`src/hw/ctrl_pkg.sv`:
```
package ctrl_pkg;

    typedef logic [5:0] opcode_t;
    typedef logic [5:0] funct_t;
    typedef logic [3:0] wait_count_t;   // memory wait cycles, up to 15

    // major opcodes
    localparam opcode_t OP_RTYPE = 6'h00;
    localparam opcode_t OP_J     = 6'h02;
    localparam opcode_t OP_JAL   = 6'h03;
    localparam opcode_t OP_BEQ   = 6'h04;
    localparam opcode_t OP_BNE   = 6'h05;
    localparam opcode_t OP_ADDI  = 6'h08;
    localparam opcode_t OP_ADDIU = 6'h09;
    localparam opcode_t OP_SLTI  = 6'h0a;
    localparam opcode_t OP_LW    = 6'h23;
    localparam opcode_t OP_SW    = 6'h2b;

    // r-type funct field
    localparam funct_t FN_ADD = 6'h20;
    localparam funct_t FN_SUB = 6'h22;
    localparam funct_t FN_AND = 6'h24;
    localparam funct_t FN_SLT = 6'h2a;

    typedef enum logic [2:0] {
        cls_alu_reg, cls_alu_imm, cls_load, cls_store,
        cls_branch, cls_jump, cls_jal, cls_illegal
    } instr_class_t;

    typedef enum logic [1:0] {alu_add, alu_sub, alu_and, alu_slt} alu_op_t;

    typedef enum logic {br_eq, br_ne} branch_cond_t;

    typedef enum logic [4:0] {
        st_reset, st_sp_init, st_fetch1, st_fetch2, st_decode,
        st_alu_exec, st_alu_wb,
        st_mem_addr, st_mem_read, st_load_wb, st_mem_write,
        st_branch, st_jump, st_jal_link,
        st_exc_ovf, st_exc_opc, st_exc_load, st_exc_vector
    } ctrl_state_t;

    // datapath mux selects
    typedef enum logic [1:0] {addr_pc, addr_alu_out, addr_exc_vector} mem_addr_sel_t;

    typedef enum logic [1:0] {
        pcsrc_alu_result, pcsrc_alu_out, pcsrc_jump_target, pcsrc_mdr
    } pc_src_t;

    typedef enum logic {srca_pc, srca_reg_a} alu_src_a_t;

    typedef enum logic [1:0] {
        srcb_reg_b, srcb_four, srcb_imm, srcb_imm_shifted
    } alu_src_b_t;

    typedef enum logic [1:0] {dst_rt, dst_rd, dst_ra, dst_sp} reg_dst_t;

    typedef enum logic [1:0] {wb_alu_out, wb_mdr, wb_pc, wb_sp_init} wb_src_t;

    typedef enum logic {cause_overflow, cause_opcode} exc_cause_t;

endpackage
```
`src/hw/decode_if.sv`:
```
`timescale 1ns/1ps

interface decode_if;

    ctrl_pkg::instr_class_t cls;
    ctrl_pkg::alu_op_t      alu_op;
    logic                   traps_overflow;    // add, sub, addi
    ctrl_pkg::branch_cond_t branch_cond;
    logic                   uses_imm;

    modport producer (
        output cls, alu_op, traps_overflow, branch_cond, uses_imm
    );

    modport seq (input cls, traps_overflow);

    modport enc (input alu_op, branch_cond, uses_imm, cls);

endinterface

```
`src/hw/control_unit.sv`:
```
`timescale 1ns/1ps

module control_unit #(
    parameter int MEM_LATENCY = 2
) (
    input  logic                    clk,
    input  logic                    rst,
    input  ctrl_pkg::opcode_t       opcode,
    input  ctrl_pkg::funct_t        funct,
    input  logic                    overflow,
    output logic                    pc_write,
    output logic                    pc_write_cond,
    output logic                    ir_write,
    output logic                    mem_write,
    output logic                    mdr_write,
    output logic                    a_write,
    output logic                    b_write,
    output logic                    alu_out_write,
    output logic                    reg_write,
    output logic                    epc_write,
    output ctrl_pkg::branch_cond_t  branch_cond,
    output ctrl_pkg::mem_addr_sel_t mem_addr_sel,
    output ctrl_pkg::pc_src_t       pc_src,
    output ctrl_pkg::alu_src_a_t    alu_src_a,
    output ctrl_pkg::alu_src_b_t    alu_src_b,
    output ctrl_pkg::alu_op_t       alu_op,
    output ctrl_pkg::reg_dst_t      reg_dst,
    output ctrl_pkg::wb_src_t       wb_src,
    output ctrl_pkg::exc_cause_t    exc_cause
);

    ctrl_pkg::ctrl_state_t state;

    decode_if dec_bus ();

    ctrl_decoder u_decoder (
        .opcode (opcode),
        .funct  (funct),
        .dec    (dec_bus)
    );

    ctrl_sequencer #(
        .MEM_LATENCY (MEM_LATENCY)
    ) u_sequencer (
        .clk      (clk),
        .rst      (rst),
        .overflow (overflow),
        .dec      (dec_bus),
        .state    (state)
    );

    ctrl_signal_encoder u_encoder (
        .state         (state),
        .dec           (dec_bus),
        .pc_write      (pc_write),
        .pc_write_cond (pc_write_cond),
        .ir_write      (ir_write),
        .mem_write     (mem_write),
        .mdr_write     (mdr_write),
        .a_write       (a_write),
        .b_write       (b_write),
        .alu_out_write (alu_out_write),
        .reg_write     (reg_write),
        .epc_write     (epc_write),
        .branch_cond   (branch_cond),
        .mem_addr_sel  (mem_addr_sel),
        .pc_src        (pc_src),
        .alu_src_a     (alu_src_a),
        .alu_src_b     (alu_src_b),
        .alu_op        (alu_op),
        .reg_dst       (reg_dst),
        .wb_src        (wb_src),
        .exc_cause     (exc_cause)
    );

endmodule

```
`src/hw/ctrl_signal_encoder.sv`:
```
`timescale 1ns/1ps

module ctrl_signal_encoder (
    input  ctrl_pkg::ctrl_state_t   state,
    decode_if.enc                   dec,
    output logic                    pc_write,
    output logic                    pc_write_cond,
    output logic                    ir_write,
    output logic                    mem_write,
    output logic                    mdr_write,
    output logic                    a_write,
    output logic                    b_write,
    output logic                    alu_out_write,
    output logic                    reg_write,
    output logic                    epc_write,
    output ctrl_pkg::branch_cond_t  branch_cond,
    output ctrl_pkg::mem_addr_sel_t mem_addr_sel,
    output ctrl_pkg::pc_src_t       pc_src,
    output ctrl_pkg::alu_src_a_t    alu_src_a,
    output ctrl_pkg::alu_src_b_t    alu_src_b,
    output ctrl_pkg::alu_op_t       alu_op,
    output ctrl_pkg::reg_dst_t      reg_dst,
    output ctrl_pkg::wb_src_t       wb_src,
    output ctrl_pkg::exc_cause_t    exc_cause
);

    always_comb begin
        pc_write      = 1'b0;
        pc_write_cond = 1'b0;
        ir_write      = 1'b0;
        mem_write     = 1'b0;
        mdr_write     = 1'b0;
        a_write       = 1'b0;
        b_write       = 1'b0;
        alu_out_write = 1'b0;
        reg_write     = 1'b0;
        epc_write     = 1'b0;
        branch_cond   = dec.branch_cond;
        mem_addr_sel  = ctrl_pkg::addr_pc;
        pc_src        = ctrl_pkg::pcsrc_alu_result;
        alu_src_a     = ctrl_pkg::srca_pc;
        alu_src_b     = ctrl_pkg::srcb_four;
        alu_op        = ctrl_pkg::alu_add;
        reg_dst       = ctrl_pkg::dst_rt;
        wb_src        = ctrl_pkg::wb_alu_out;
        exc_cause     = ctrl_pkg::cause_overflow;

        case (state)
            ctrl_pkg::st_sp_init: begin
                reg_write = 1'b1;
                reg_dst   = ctrl_pkg::dst_sp;
                wb_src    = ctrl_pkg::wb_sp_init;
            end
            ctrl_pkg::st_fetch2: begin   // pc + 4 straight from the alu
                pc_write = 1'b1;
                ir_write = 1'b1;
            end
            ctrl_pkg::st_decode: begin
                a_write       = 1'b1;
                b_write       = 1'b1;
                alu_out_write = 1'b1;
                alu_src_b     = ctrl_pkg::srcb_imm_shifted;   // branch target
            end
            ctrl_pkg::st_alu_exec: begin
                alu_src_a     = ctrl_pkg::srca_reg_a;
                alu_src_b     = dec.uses_imm ? ctrl_pkg::srcb_imm : ctrl_pkg::srcb_reg_b;
                alu_op        = dec.alu_op;
                alu_out_write = 1'b1;
            end
            ctrl_pkg::st_alu_wb: begin
                reg_write = 1'b1;
                if (dec.cls == ctrl_pkg::cls_alu_reg)
                    reg_dst = ctrl_pkg::dst_rd;
            end
            ctrl_pkg::st_mem_addr: begin
                alu_src_a     = ctrl_pkg::srca_reg_a;
                alu_src_b     = ctrl_pkg::srcb_imm;
                alu_out_write = 1'b1;
            end
            ctrl_pkg::st_mem_read: begin
                mem_addr_sel = ctrl_pkg::addr_alu_out;
                mdr_write    = 1'b1;   // last cycle holds the data
            end
            ctrl_pkg::st_load_wb: begin
                reg_write = 1'b1;
                wb_src    = ctrl_pkg::wb_mdr;
            end
            ctrl_pkg::st_mem_write: begin
                mem_addr_sel = ctrl_pkg::addr_alu_out;
                mem_write    = 1'b1;
            end
            ctrl_pkg::st_branch: begin
                alu_src_a     = ctrl_pkg::srca_reg_a;
                alu_src_b     = ctrl_pkg::srcb_reg_b;
                alu_op        = ctrl_pkg::alu_sub;
                pc_write_cond = 1'b1;
                pc_src        = ctrl_pkg::pcsrc_alu_out;
            end
            ctrl_pkg::st_jump: begin
                pc_write = 1'b1;
                pc_src   = ctrl_pkg::pcsrc_jump_target;
            end
            ctrl_pkg::st_jal_link: begin
                reg_write = 1'b1;
                reg_dst   = ctrl_pkg::dst_ra;
                wb_src    = ctrl_pkg::wb_pc;
            end
            // epc gets pc - 4, the faulting instruction
            ctrl_pkg::st_exc_ovf, ctrl_pkg::st_exc_opc: begin
                epc_write = 1'b1;
                alu_op    = ctrl_pkg::alu_sub;
                if (state == ctrl_pkg::st_exc_opc)
                    exc_cause = ctrl_pkg::cause_opcode;
            end
            ctrl_pkg::st_exc_load: begin
                mem_addr_sel = ctrl_pkg::addr_exc_vector;
                mdr_write    = 1'b1;
            end
            ctrl_pkg::st_exc_vector: begin
                pc_write = 1'b1;
                pc_src   = ctrl_pkg::pcsrc_mdr;
            end
            default: ;   // st_reset and st_fetch1 keep the defaults
        endcase
    end

endmodule

```
`src/hw/ctrl_sequencer.sv`:
```
`timescale 1ns/1ps

module ctrl_sequencer #(
    parameter int MEM_LATENCY = 2
) (
    input  logic                  clk,
    input  logic                  rst,
    input  logic                  overflow,
    decode_if.seq                 dec,
    output ctrl_pkg::ctrl_state_t state
);

    ctrl_pkg::ctrl_state_t next_state;
    ctrl_pkg::wait_count_t wait_cnt;
    logic                  waiting;
    logic                  wait_done;

    // memory access and handler fetch both stall for the memory latency
    assign waiting   = (state == ctrl_pkg::st_mem_read) || (state == ctrl_pkg::st_exc_load);
    assign wait_done = (wait_cnt == ctrl_pkg::wait_count_t'(MEM_LATENCY - 1));

    always_ff @(posedge clk) begin
        if (rst) begin
            state    <= ctrl_pkg::st_reset;
            wait_cnt <= '0;
        end else begin
            state <= next_state;
            if (waiting && !wait_done)
                wait_cnt <= wait_cnt + 1'b1;
            else
                wait_cnt <= '0;   // ready for the next wait
        end
    end

    always_comb begin
        next_state = state;
        case (state)
            ctrl_pkg::st_reset:   next_state = ctrl_pkg::st_sp_init;
            ctrl_pkg::st_sp_init: next_state = ctrl_pkg::st_fetch1;
            ctrl_pkg::st_fetch1:  next_state = ctrl_pkg::st_fetch2;
            ctrl_pkg::st_fetch2:  next_state = ctrl_pkg::st_decode;

            ctrl_pkg::st_decode: begin
                case (dec.cls)
                    ctrl_pkg::cls_alu_reg,
                    ctrl_pkg::cls_alu_imm: next_state = ctrl_pkg::st_alu_exec;
                    ctrl_pkg::cls_load,
                    ctrl_pkg::cls_store:   next_state = ctrl_pkg::st_mem_addr;
                    ctrl_pkg::cls_branch:  next_state = ctrl_pkg::st_branch;
                    ctrl_pkg::cls_jump:    next_state = ctrl_pkg::st_jump;
                    ctrl_pkg::cls_jal:     next_state = ctrl_pkg::st_jal_link;
                    default:               next_state = ctrl_pkg::st_exc_opc;
                endcase
            end

            // overflow flag is valid while the alu computes
            ctrl_pkg::st_alu_exec: begin
                if (overflow && dec.traps_overflow)
                    next_state = ctrl_pkg::st_exc_ovf;
                else
                    next_state = ctrl_pkg::st_alu_wb;
            end

            ctrl_pkg::st_mem_addr: begin
                if (dec.cls == ctrl_pkg::cls_load)
                    next_state = ctrl_pkg::st_mem_read;
                else
                    next_state = ctrl_pkg::st_mem_write;
            end

            ctrl_pkg::st_mem_read: begin
                if (wait_done)
                    next_state = ctrl_pkg::st_load_wb;
            end

            ctrl_pkg::st_jal_link: next_state = ctrl_pkg::st_jump;   // link first, then jump

            ctrl_pkg::st_exc_ovf,
            ctrl_pkg::st_exc_opc:  next_state = ctrl_pkg::st_exc_load;

            ctrl_pkg::st_exc_load: begin
                if (wait_done)
                    next_state = ctrl_pkg::st_exc_vector;
            end

            // alu_wb, load_wb, mem_write, branch, jump, exc_vector end the instruction
            default: next_state = ctrl_pkg::st_fetch1;
        endcase
    end

endmodule

```
`src/hw/ctrl_decoder.sv`:
```
`timescale 1ns/1ps

module ctrl_decoder (
    input  ctrl_pkg::opcode_t opcode,
    input  ctrl_pkg::funct_t  funct,
    decode_if.producer        dec
);

    always_comb begin
        dec.cls            = ctrl_pkg::cls_illegal;
        dec.alu_op         = ctrl_pkg::alu_add;
        dec.traps_overflow = 1'b0;
        dec.branch_cond    = ctrl_pkg::br_eq;
        dec.uses_imm       = 1'b0;

        case (opcode)
            ctrl_pkg::OP_RTYPE: begin
                dec.cls = ctrl_pkg::cls_alu_reg;
                case (funct)
                    ctrl_pkg::FN_ADD: dec.traps_overflow = 1'b1;
                    ctrl_pkg::FN_SUB: begin
                        dec.alu_op         = ctrl_pkg::alu_sub;
                        dec.traps_overflow = 1'b1;
                    end
                    ctrl_pkg::FN_AND: dec.alu_op = ctrl_pkg::alu_and;
                    ctrl_pkg::FN_SLT: dec.alu_op = ctrl_pkg::alu_slt;
                    default:          dec.cls = ctrl_pkg::cls_illegal;   // unknown funct
                endcase
            end
            ctrl_pkg::OP_ADDI: begin
                dec.cls            = ctrl_pkg::cls_alu_imm;
                dec.traps_overflow = 1'b1;
                dec.uses_imm       = 1'b1;
            end
            ctrl_pkg::OP_ADDIU: begin
                dec.cls      = ctrl_pkg::cls_alu_imm;   // no trap
                dec.uses_imm = 1'b1;
            end
            ctrl_pkg::OP_SLTI: begin
                dec.cls      = ctrl_pkg::cls_alu_imm;
                dec.alu_op   = ctrl_pkg::alu_slt;
                dec.uses_imm = 1'b1;
            end
            ctrl_pkg::OP_LW: begin
                dec.cls      = ctrl_pkg::cls_load;
                dec.uses_imm = 1'b1;
            end
            ctrl_pkg::OP_SW: begin
                dec.cls      = ctrl_pkg::cls_store;
                dec.uses_imm = 1'b1;
            end
            ctrl_pkg::OP_BEQ, ctrl_pkg::OP_BNE: begin
                dec.cls    = ctrl_pkg::cls_branch;
                dec.alu_op = ctrl_pkg::alu_sub;   // compare by subtraction
                if (opcode == ctrl_pkg::OP_BNE)
                    dec.branch_cond = ctrl_pkg::br_ne;
            end
            ctrl_pkg::OP_J:   dec.cls = ctrl_pkg::cls_jump;
            ctrl_pkg::OP_JAL: dec.cls = ctrl_pkg::cls_jal;
            default:          dec.cls = ctrl_pkg::cls_illegal;
        endcase
    end

endmodule

```
`config.mk`:
```
export PLATFORM = sky130hd
export DESIGN_NAME = control_unit
export DESIGN_NICKNAME = d
export VERILOG_FILES = /design/src/hw/ctrl_pkg.sv /design/src/hw/decode_if.sv /design/src/hw/control_unit.sv /design/src/hw/ctrl_signal_encoder.sv /design/src/hw/ctrl_sequencer.sv /design/src/hw/ctrl_decoder.sv
export SDC_FILE = /design/constraint.sdc
export NUM_CORES = 1
export LEC_CHECK = 0
export ABC_CLOCK_PERIOD_IN_PS = 3100
export BUFFER_PORTS_ARGS = -buffer_cell sky130_fd_sc_hd__buf_2
export CORE_MARGIN = 2
export CORE_UTILIZATION = 45
export CTS_CLUSTER_SIZE = 30
export DETAILED_ROUTE_END_ITERATION = 10
export GPL_TIMING_DRIVEN = 1
export PLACE_DENSITY = 0.73
export SLEW_MARGIN = 20
export SYNTH_ARGS = -nofsm -noshare
export SYNTH_HDL_FRONTEND = slang
export SYNTH_SLANG_ARGS = --single-unit
```
`constraint.sdc`:
```
create_clock -name clk -period 3.1 [get_ports clk]
set_input_delay 0.31 -clock clk [delete_from_list [all_inputs] [get_ports clk]]
set_output_delay 0.31 -clock clk [all_outputs]
set_load 0.03 [all_outputs]
```
==> results_dict.tcl, run 1 <==
set metrics [dict create \
    outcome "finished clean" \
    synthesis.area_um2 1077 \
    nFillCells 230 \
    core-area_um2 2233 \
    tightest_slew_ps 692.9 \
    avgSynthCellArea_um2 6.691 \
    ys_top_cells_by_count "nor2_1 (25), nor3_1 (10), dfxtp_1 (9)" \
    pre_cts_slack_ps 1017 \
    synth_warnings 0 \
    yosysMostFrequentCell "nor2_1" \
    drive_above_1_share 0.2526 \
    max_freq_mhz 416.0 \
    grtUsageMet2 0.3479 \
    postLayoutSetupSlackWorst_ps 696.4 \
    setup_viol 0 \
    grt.met3_usage 0.02542 \
    syn_inst 161 \
    whs_ps 290.1 \
    cts_tree "built" \
    synth_largest_area_cell "dfxtp_1" \
    ys_seq_area_frac 0.1672 \
    vias_per_cell 5.670 \
    slew_violations 0 \
    critical-path-max-stage-delay_ps 710 \
    path_clk_slew_ps 70 \
    grt_pass1_wl_um 4505 \
    first_pass_iters 4 \
    clock-sinks 9 \
    arrival_ps 2090 \
    hold_viol 0 \
    cts_buffers 3 \
    skew_ps 0.3353 \
    path_class "reg -> out" \
    fin_setup_tns_ps 0 \
    synth_ff_type "dfxtp_1" \
    postCtsSetupBuffers 0 \
    ys_ff_latch 9 \
    slowest_stage "dfxtp_1" \
    r2r_cells 5 \
    antennaDiodeCount 0 \
    p_int_mw 0.2312 \
    synth_top_area_frac 0.1672 \
    cts_hold_buffers 0 \
    critPathMaxFanout 20 \
    rsz0062_at_grt "false" \
    die_h_um 52.93 \
    power_mw 0.4098 \
    max_cap_viol_count 0 \
    antenna_found_initial 0 \
    critPathCaptureType "output pin" \
    ant_nets 0 \
    die_area_um2 2802 \
    period_share 0.7753 \
    async_flop_share 0 \
    maxSlewHeadroom 0.5374 \
    drc 0 \
    rows 17 \
    dieWidth_um 52.93 \
    peakVddDrop_v 0.0001718 \
    clkLatencyLatePin_ps 260 \
    startpoint_type "register" \
    grt_max_degree 23 \
    fin_crit_ps 2404 \
    cp_num_buf_inv 1 \
    dp_hpwl_um 2134 \
    multiInputGateArea_um2 793.3 \
    p_leak_nw 0.5540 \
    synth_edf_count 0 \
    path_delay_family "simple AND/OR/NAND/NOR gates" \
    crit_chain "nor2b_1, nand3_1, nor3_1, a22o_1, buf_2" \
    area_growth_pct 16.73 \
    powerDensity_nw_per_um2 325.9 \
    grt_pass1_vias 1073 \
    cts_buffer_depth 2 \
    pwr-share-clk 0.225 \
    hold_depth 2 \
    swShare 0.4358 \
    nets 208 \
    drt-wirelength-per-cell_um 12.73 \
    p_sw_mw 0.1786 \
    drtIter0Drc 25 \
    start_util 0.4824 \
    io_pins 40 \
    grt_use_total 0.2097 \
    port_buffers 39 \
    required_ps 2790 \
    cp.depth 5 \
    cts_repair_resize_count 0 \
    cts-root-buf "clkbuf_4" \
    htreeDepth 1 \
    comb_power_share 0.419 \
    use_met1 0.2823 \
    hold_path.class "in -> reg" \
    ys_types 49 \
    postSynthNetCount 178 \
    grt-busiest-layer "met2" \
    num_vias 1236 \
    power.share.sequential 0.356 \
    synthTopCellsByArea "dfxtp_1 (17%), nor2_1 (8.7%), nor3_1 (4.6%), nor2b_1 (4.1%), nand3_1 (3.3%)" \
    final_util 0.5630 \
    wirelength_um 2775 \
    grt_overflow_total 0 \
    place_congestion 0.8683 \
    seq_area_um2 180.2 \
]
## power by group through the flow
stage	sequential, mW	combinational (mW)	clock [mW]
finish	0.146	0.172	0.0923
floorplan	0.125	0.150	0
CTS	0.146	0.171	0.0951
detailed placement	0.148	0.171	0
global placement	0.148	0.169	0
global route	0.149	0.189	0.101
## final cells by class
| type | count | area share |
|---|---|---|
| multi-input cells | 131 | 0.6308 |
| clock buffers | 3 | 0.01791 |
| clock inverters | 1 | 0.003980 |
| flip-flops and latches | 9 | 0.1433 |
| repair buffers | 39 | 0.1552 |
| inverters | 7 | 0.02090 |
| well taps | 28 | 0.02786 |
## state kept, by name (all words and copies together), names as in the netlist
signal	count
u_sequencer.state	5
u_sequencer.wait_cnt	4
## worst paths after layout
path	startpoint	end	slack, ps
worst max-delay path	u_sequencer.state[2]$_SDFFE_PP0P_	reg_dst[0]	700
worst min-delay path	rst	u_sequencer.state[1]$_SDFFE_PP0P_	290
worst max register to register	u_sequencer.state[4]$_SDFFE_PP0P_	u_sequencer.state[3]$_SDFFE_PP0P_	1060
worst min register to register	u_sequencer.wait_cnt[0]$_SDFF_PP0_	u_sequencer.wait_cnt[0]$_SDFF_PP0_	470
## through the flow
stage,area [um^2],std cells
after detailed placement,1230,214
after global placement,1230,214
after global routing,1257,218
final,1257,218
after floorplan,1077,161
after CTS,1257,218
## cell usage in the layout (no fill, tap or decap), types with 4 or more instances in the layout
cell	n
buf_2	39
nor2_1	25
nor3_1	10
dfxtp_1	9
inv_1	7
nand2_1	7
nand3_1	7
nor2b_1	7
a21oi_1	6
nor4_1	5
and3_1	5
o21ai_0	5
nand2b_1	4
## layer usage
metal | routed length [um] | vias up
li1 | - | 632
met1 | 1192 | 539
met2 | 1354 | 59
met3 | 190 | 6
met4 | 38 | 0
met5 | 0 | -
## logic make-up (layout without fill, tap and decap cells)
group,Yosys count,in the layout,synth area share
DFF,9,9,0.1672
xor gates and xnor gates,5,5,0.04066
and+or+nand+nor,90,90,0.4507
muxes,1,1,0.009292
AOI/OAI and AO/OA,32,32,0.2033
buffers and inverters,21,50,0.09640
adders and majority gates,3,3,0.03252
## worst register-to-register path, cell delays in order (launching register included)
cell,delay (ps)
dfxtp_1,770
xnor2_1,170
or4b_1,540
nor2b_1,170
o21ai_1,150
o22ai_1,130
Note: power is estimated with default switching activity, not from simulation.
==> inputs of run 2 (changes only) <==
- ABC_CLOCK_PERIOD_IN_PS: 3100 -> 2300
- clock period: 3.1 -> 2.3 ns (I/O delays scaled with it)
==> run 2 against run 1 <==
Routed wire length grew 8.1%. Sequential cell count is the same. Clock-buffer cell count grew 1. Final area grew 3.6%. Via count grew 6.3%. Critical path type unchanged. Non-clock buffer count grew 5. Setup slack lost 470 ps.
==> results_dict.tcl, run 2 (synthesis gave the netlist of run 1 again) <==
set metrics [dict create \
    pre_cts_slack_ps 344.7 \
    regMostFlops "u_sequencer.state" \
    maxSlewHeadroom 0.5466 \
    p_sw_mw 0.2417 \
    cts_tree "built" \
    hp-start "rst" \
    num_vias 1314 \
    power_mw 0.5676 \
    r2r_cells 5 \
    swShare 0.4258 \
    htreeDepth 1 \
    nets 213 \
    start_util 0.4824 \
    antenna_found_initial 0 \
    rrSetupSlack_ps 350 \
    drc 0 \
    cts_buffer_depth 2 \
    r2r_start "u_sequencer.state[4]$_SDFFE_PP0P_" \
    hold_end "u_sequencer.state[1]$_SDFFE_PP0P_" \
    outcome "finished clean" \
    rows 17 \
    io_pins 40 \
    cts-root-buf "clkbuf_4" \
    power.share.sequential 0.344 \
    grt.met3_usage 0.03672 \
    critPathMaxFanout 13 \
    mostFrequentLayoutCell "buf_2" \
    grt_pass1_vias 1202 \
    largest_reg_flops 5 \
    crit_chain "buf_4, nand2_1, nor3_1, a21boi_1, buf_2" \
    path_delay_family "flip-flops" \
    drtIter0Drc 22 \
    vias_per_cell 5.892 \
    cts_buffers 3 \
    grtUsageMet2 0.4063 \
    dieWidth_um 52.93 \
    pwr-share-clk 0.211 \
    largestRegisters "u_sequencer.state x5, u_sequencer.wait_cnt x4" \
    antennaDiodeCount 0 \
    slew_violations 0 \
    postCtsSetupBuffers 0 \
    setup_viol 0 \
    p_leak_nw 0.5802 \
    rsz0062_at_grt "false" \
    required_ps 2070 \
    fin_crit_ps 2078 \
    hold_viol 0 \
    first_pass_iters 4 \
    dp_hpwl_um 2296 \
    tightest_slew_ps 679.1 \
    path_clk_slew_ps 60 \
    ant_nets 0 \
    use_met1 0.3056 \
    final_cell_mix "buf_2 (39), nor2_1 (25), nor3_1 (10)" \
    port_buffers 39 \
    whs_ps 225.1 \
    cts_hold_buffers 0 \
    peakVddDrop_v 0.0003705 \
    grt_use_total 0.2425 \
    cp_num_buf_inv 2 \
    drive_above_1_share 0.2821 \
    grt_max_degree 21 \
    path_class "reg -> out" \
    postLayoutSetupSlackWorst_ps 221.8 \
    die_area_um2 2802 \
    area_growth_pct 20.91 \
    clkLatencyLatePin_ps 260 \
    p_int_mw 0.3259 \
    grt_overflow_total 0 \
    grt_pass1_wl_um 5168 \
    rr_endpoint "u_sequencer.state[3]$_SDFFE_PP0P_" \
    hold_path.class "in -> reg" \
    startpoint_type "register" \
    place_congestion 0.9223 \
    grt-busiest-layer "met2" \
    die_h_um 52.93 \
    slowest_stage "dfxtp_1" \
    wirelength_um 2999 \
    max_cap_viol_count 0 \
    critPathCaptureType "output pin" \
    skew_ps 8.100 \
    period_share 0.9036 \
    arrival_ps 1850 \
    powerDensity_nw_per_um2 435.8 \
    clock-sinks 9 \
    comb_power_share 0.445 \
    critical-path-max-stage-delay_ps 570 \
    hold_depth 2 \
    max_freq_mhz 481.2 \
    fin_setup_tns_ps 0 \
    drt-wirelength-per-cell_um 13.45 \
    core-area_um2 2233 \
]
-- run 2: stage by stage --
step	instance area (um^2)	cells	utilization
after floorplan	1084	161	-
after global placement	1274	219	0.5703
after detailed placement	1274	219	0.5703
after CTS	1300	223	0.5821
after global routing	1303	223	0.5832
final	1303	223	0.5832
-- run 2: worst max path at each step --
stage                                                  from                                 to  slack [ps]  cells after the start
after global routing      u_sequencer.state[1]$_SDFFE_PP0P_                          pc_src[0]          50                      5
after detailed placement  u_sequencer.state[3]$_SDFFE_PP0P_  u_sequencer.state[3]$_SDFFE_PP0P_         340                      5
after global placement    u_sequencer.state[3]$_SDFFE_PP0P_  u_sequencer.state[3]$_SDFFE_PP0P_         340                      5
after CTS                 u_sequencer.state[3]$_SDFFE_PP0P_                           pc_write         150                      5
final                     u_sequencer.state[2]$_SDFFE_PP0P_                       alu_src_b[1]         220                      5
after floorplan           u_sequencer.state[4]$_SDFFE_PP0P_                       alu_src_b[1]         -30                      4
-- run 2: worst register-to-register path, delay by kind of cell (launching register included) --
family | cells | cell delay [ps]
flops | 1 | 650
simple gates | 2 | 690
compound gates | 2 | 310
xor+xnor | 1 | 160
-- run 2: final cells by class --
class | instances | area, um^2
tap | 28 | 35.03
inverter | 7 | 26.28
clock buffer | 4 | 26.28
multi-input combinational | 131 | 799.5
fill | 228 | 930.9
sequential | 9 | 182.7
timing repair buffer | 44 | 232.7
-- run 2: per-layer routing --
layer | routed length, um | vias to the layer above
met2 | 1472 | 74
li1 | - | 644
met4 | 44 | 0
met3 | 241 | 4
met5 | 0 | -
met1 | 1241 | 592
-- run 2: power groups by stage --
stage	logic [mW]	registers [mW]	clock network (mW)
2_1_floorplan	0.204	0.168	0
3_3_place_gp	0.245	0.196	0
3_5_place_dp	0.249	0.196	0
4_1_cts	0.250	0.192	0.126
5_1_grt	0.278	0.199	0.135
6_report	0.253	0.195	0.120
-- run 2: what timing repair did --
| item | CTS | global route |
|---|---|---|
| hold endpoints to repair | 0 | 0 |
| setup endpoints to repair | 0 | 1 |
| gates resized for setup | 0 | 2 |
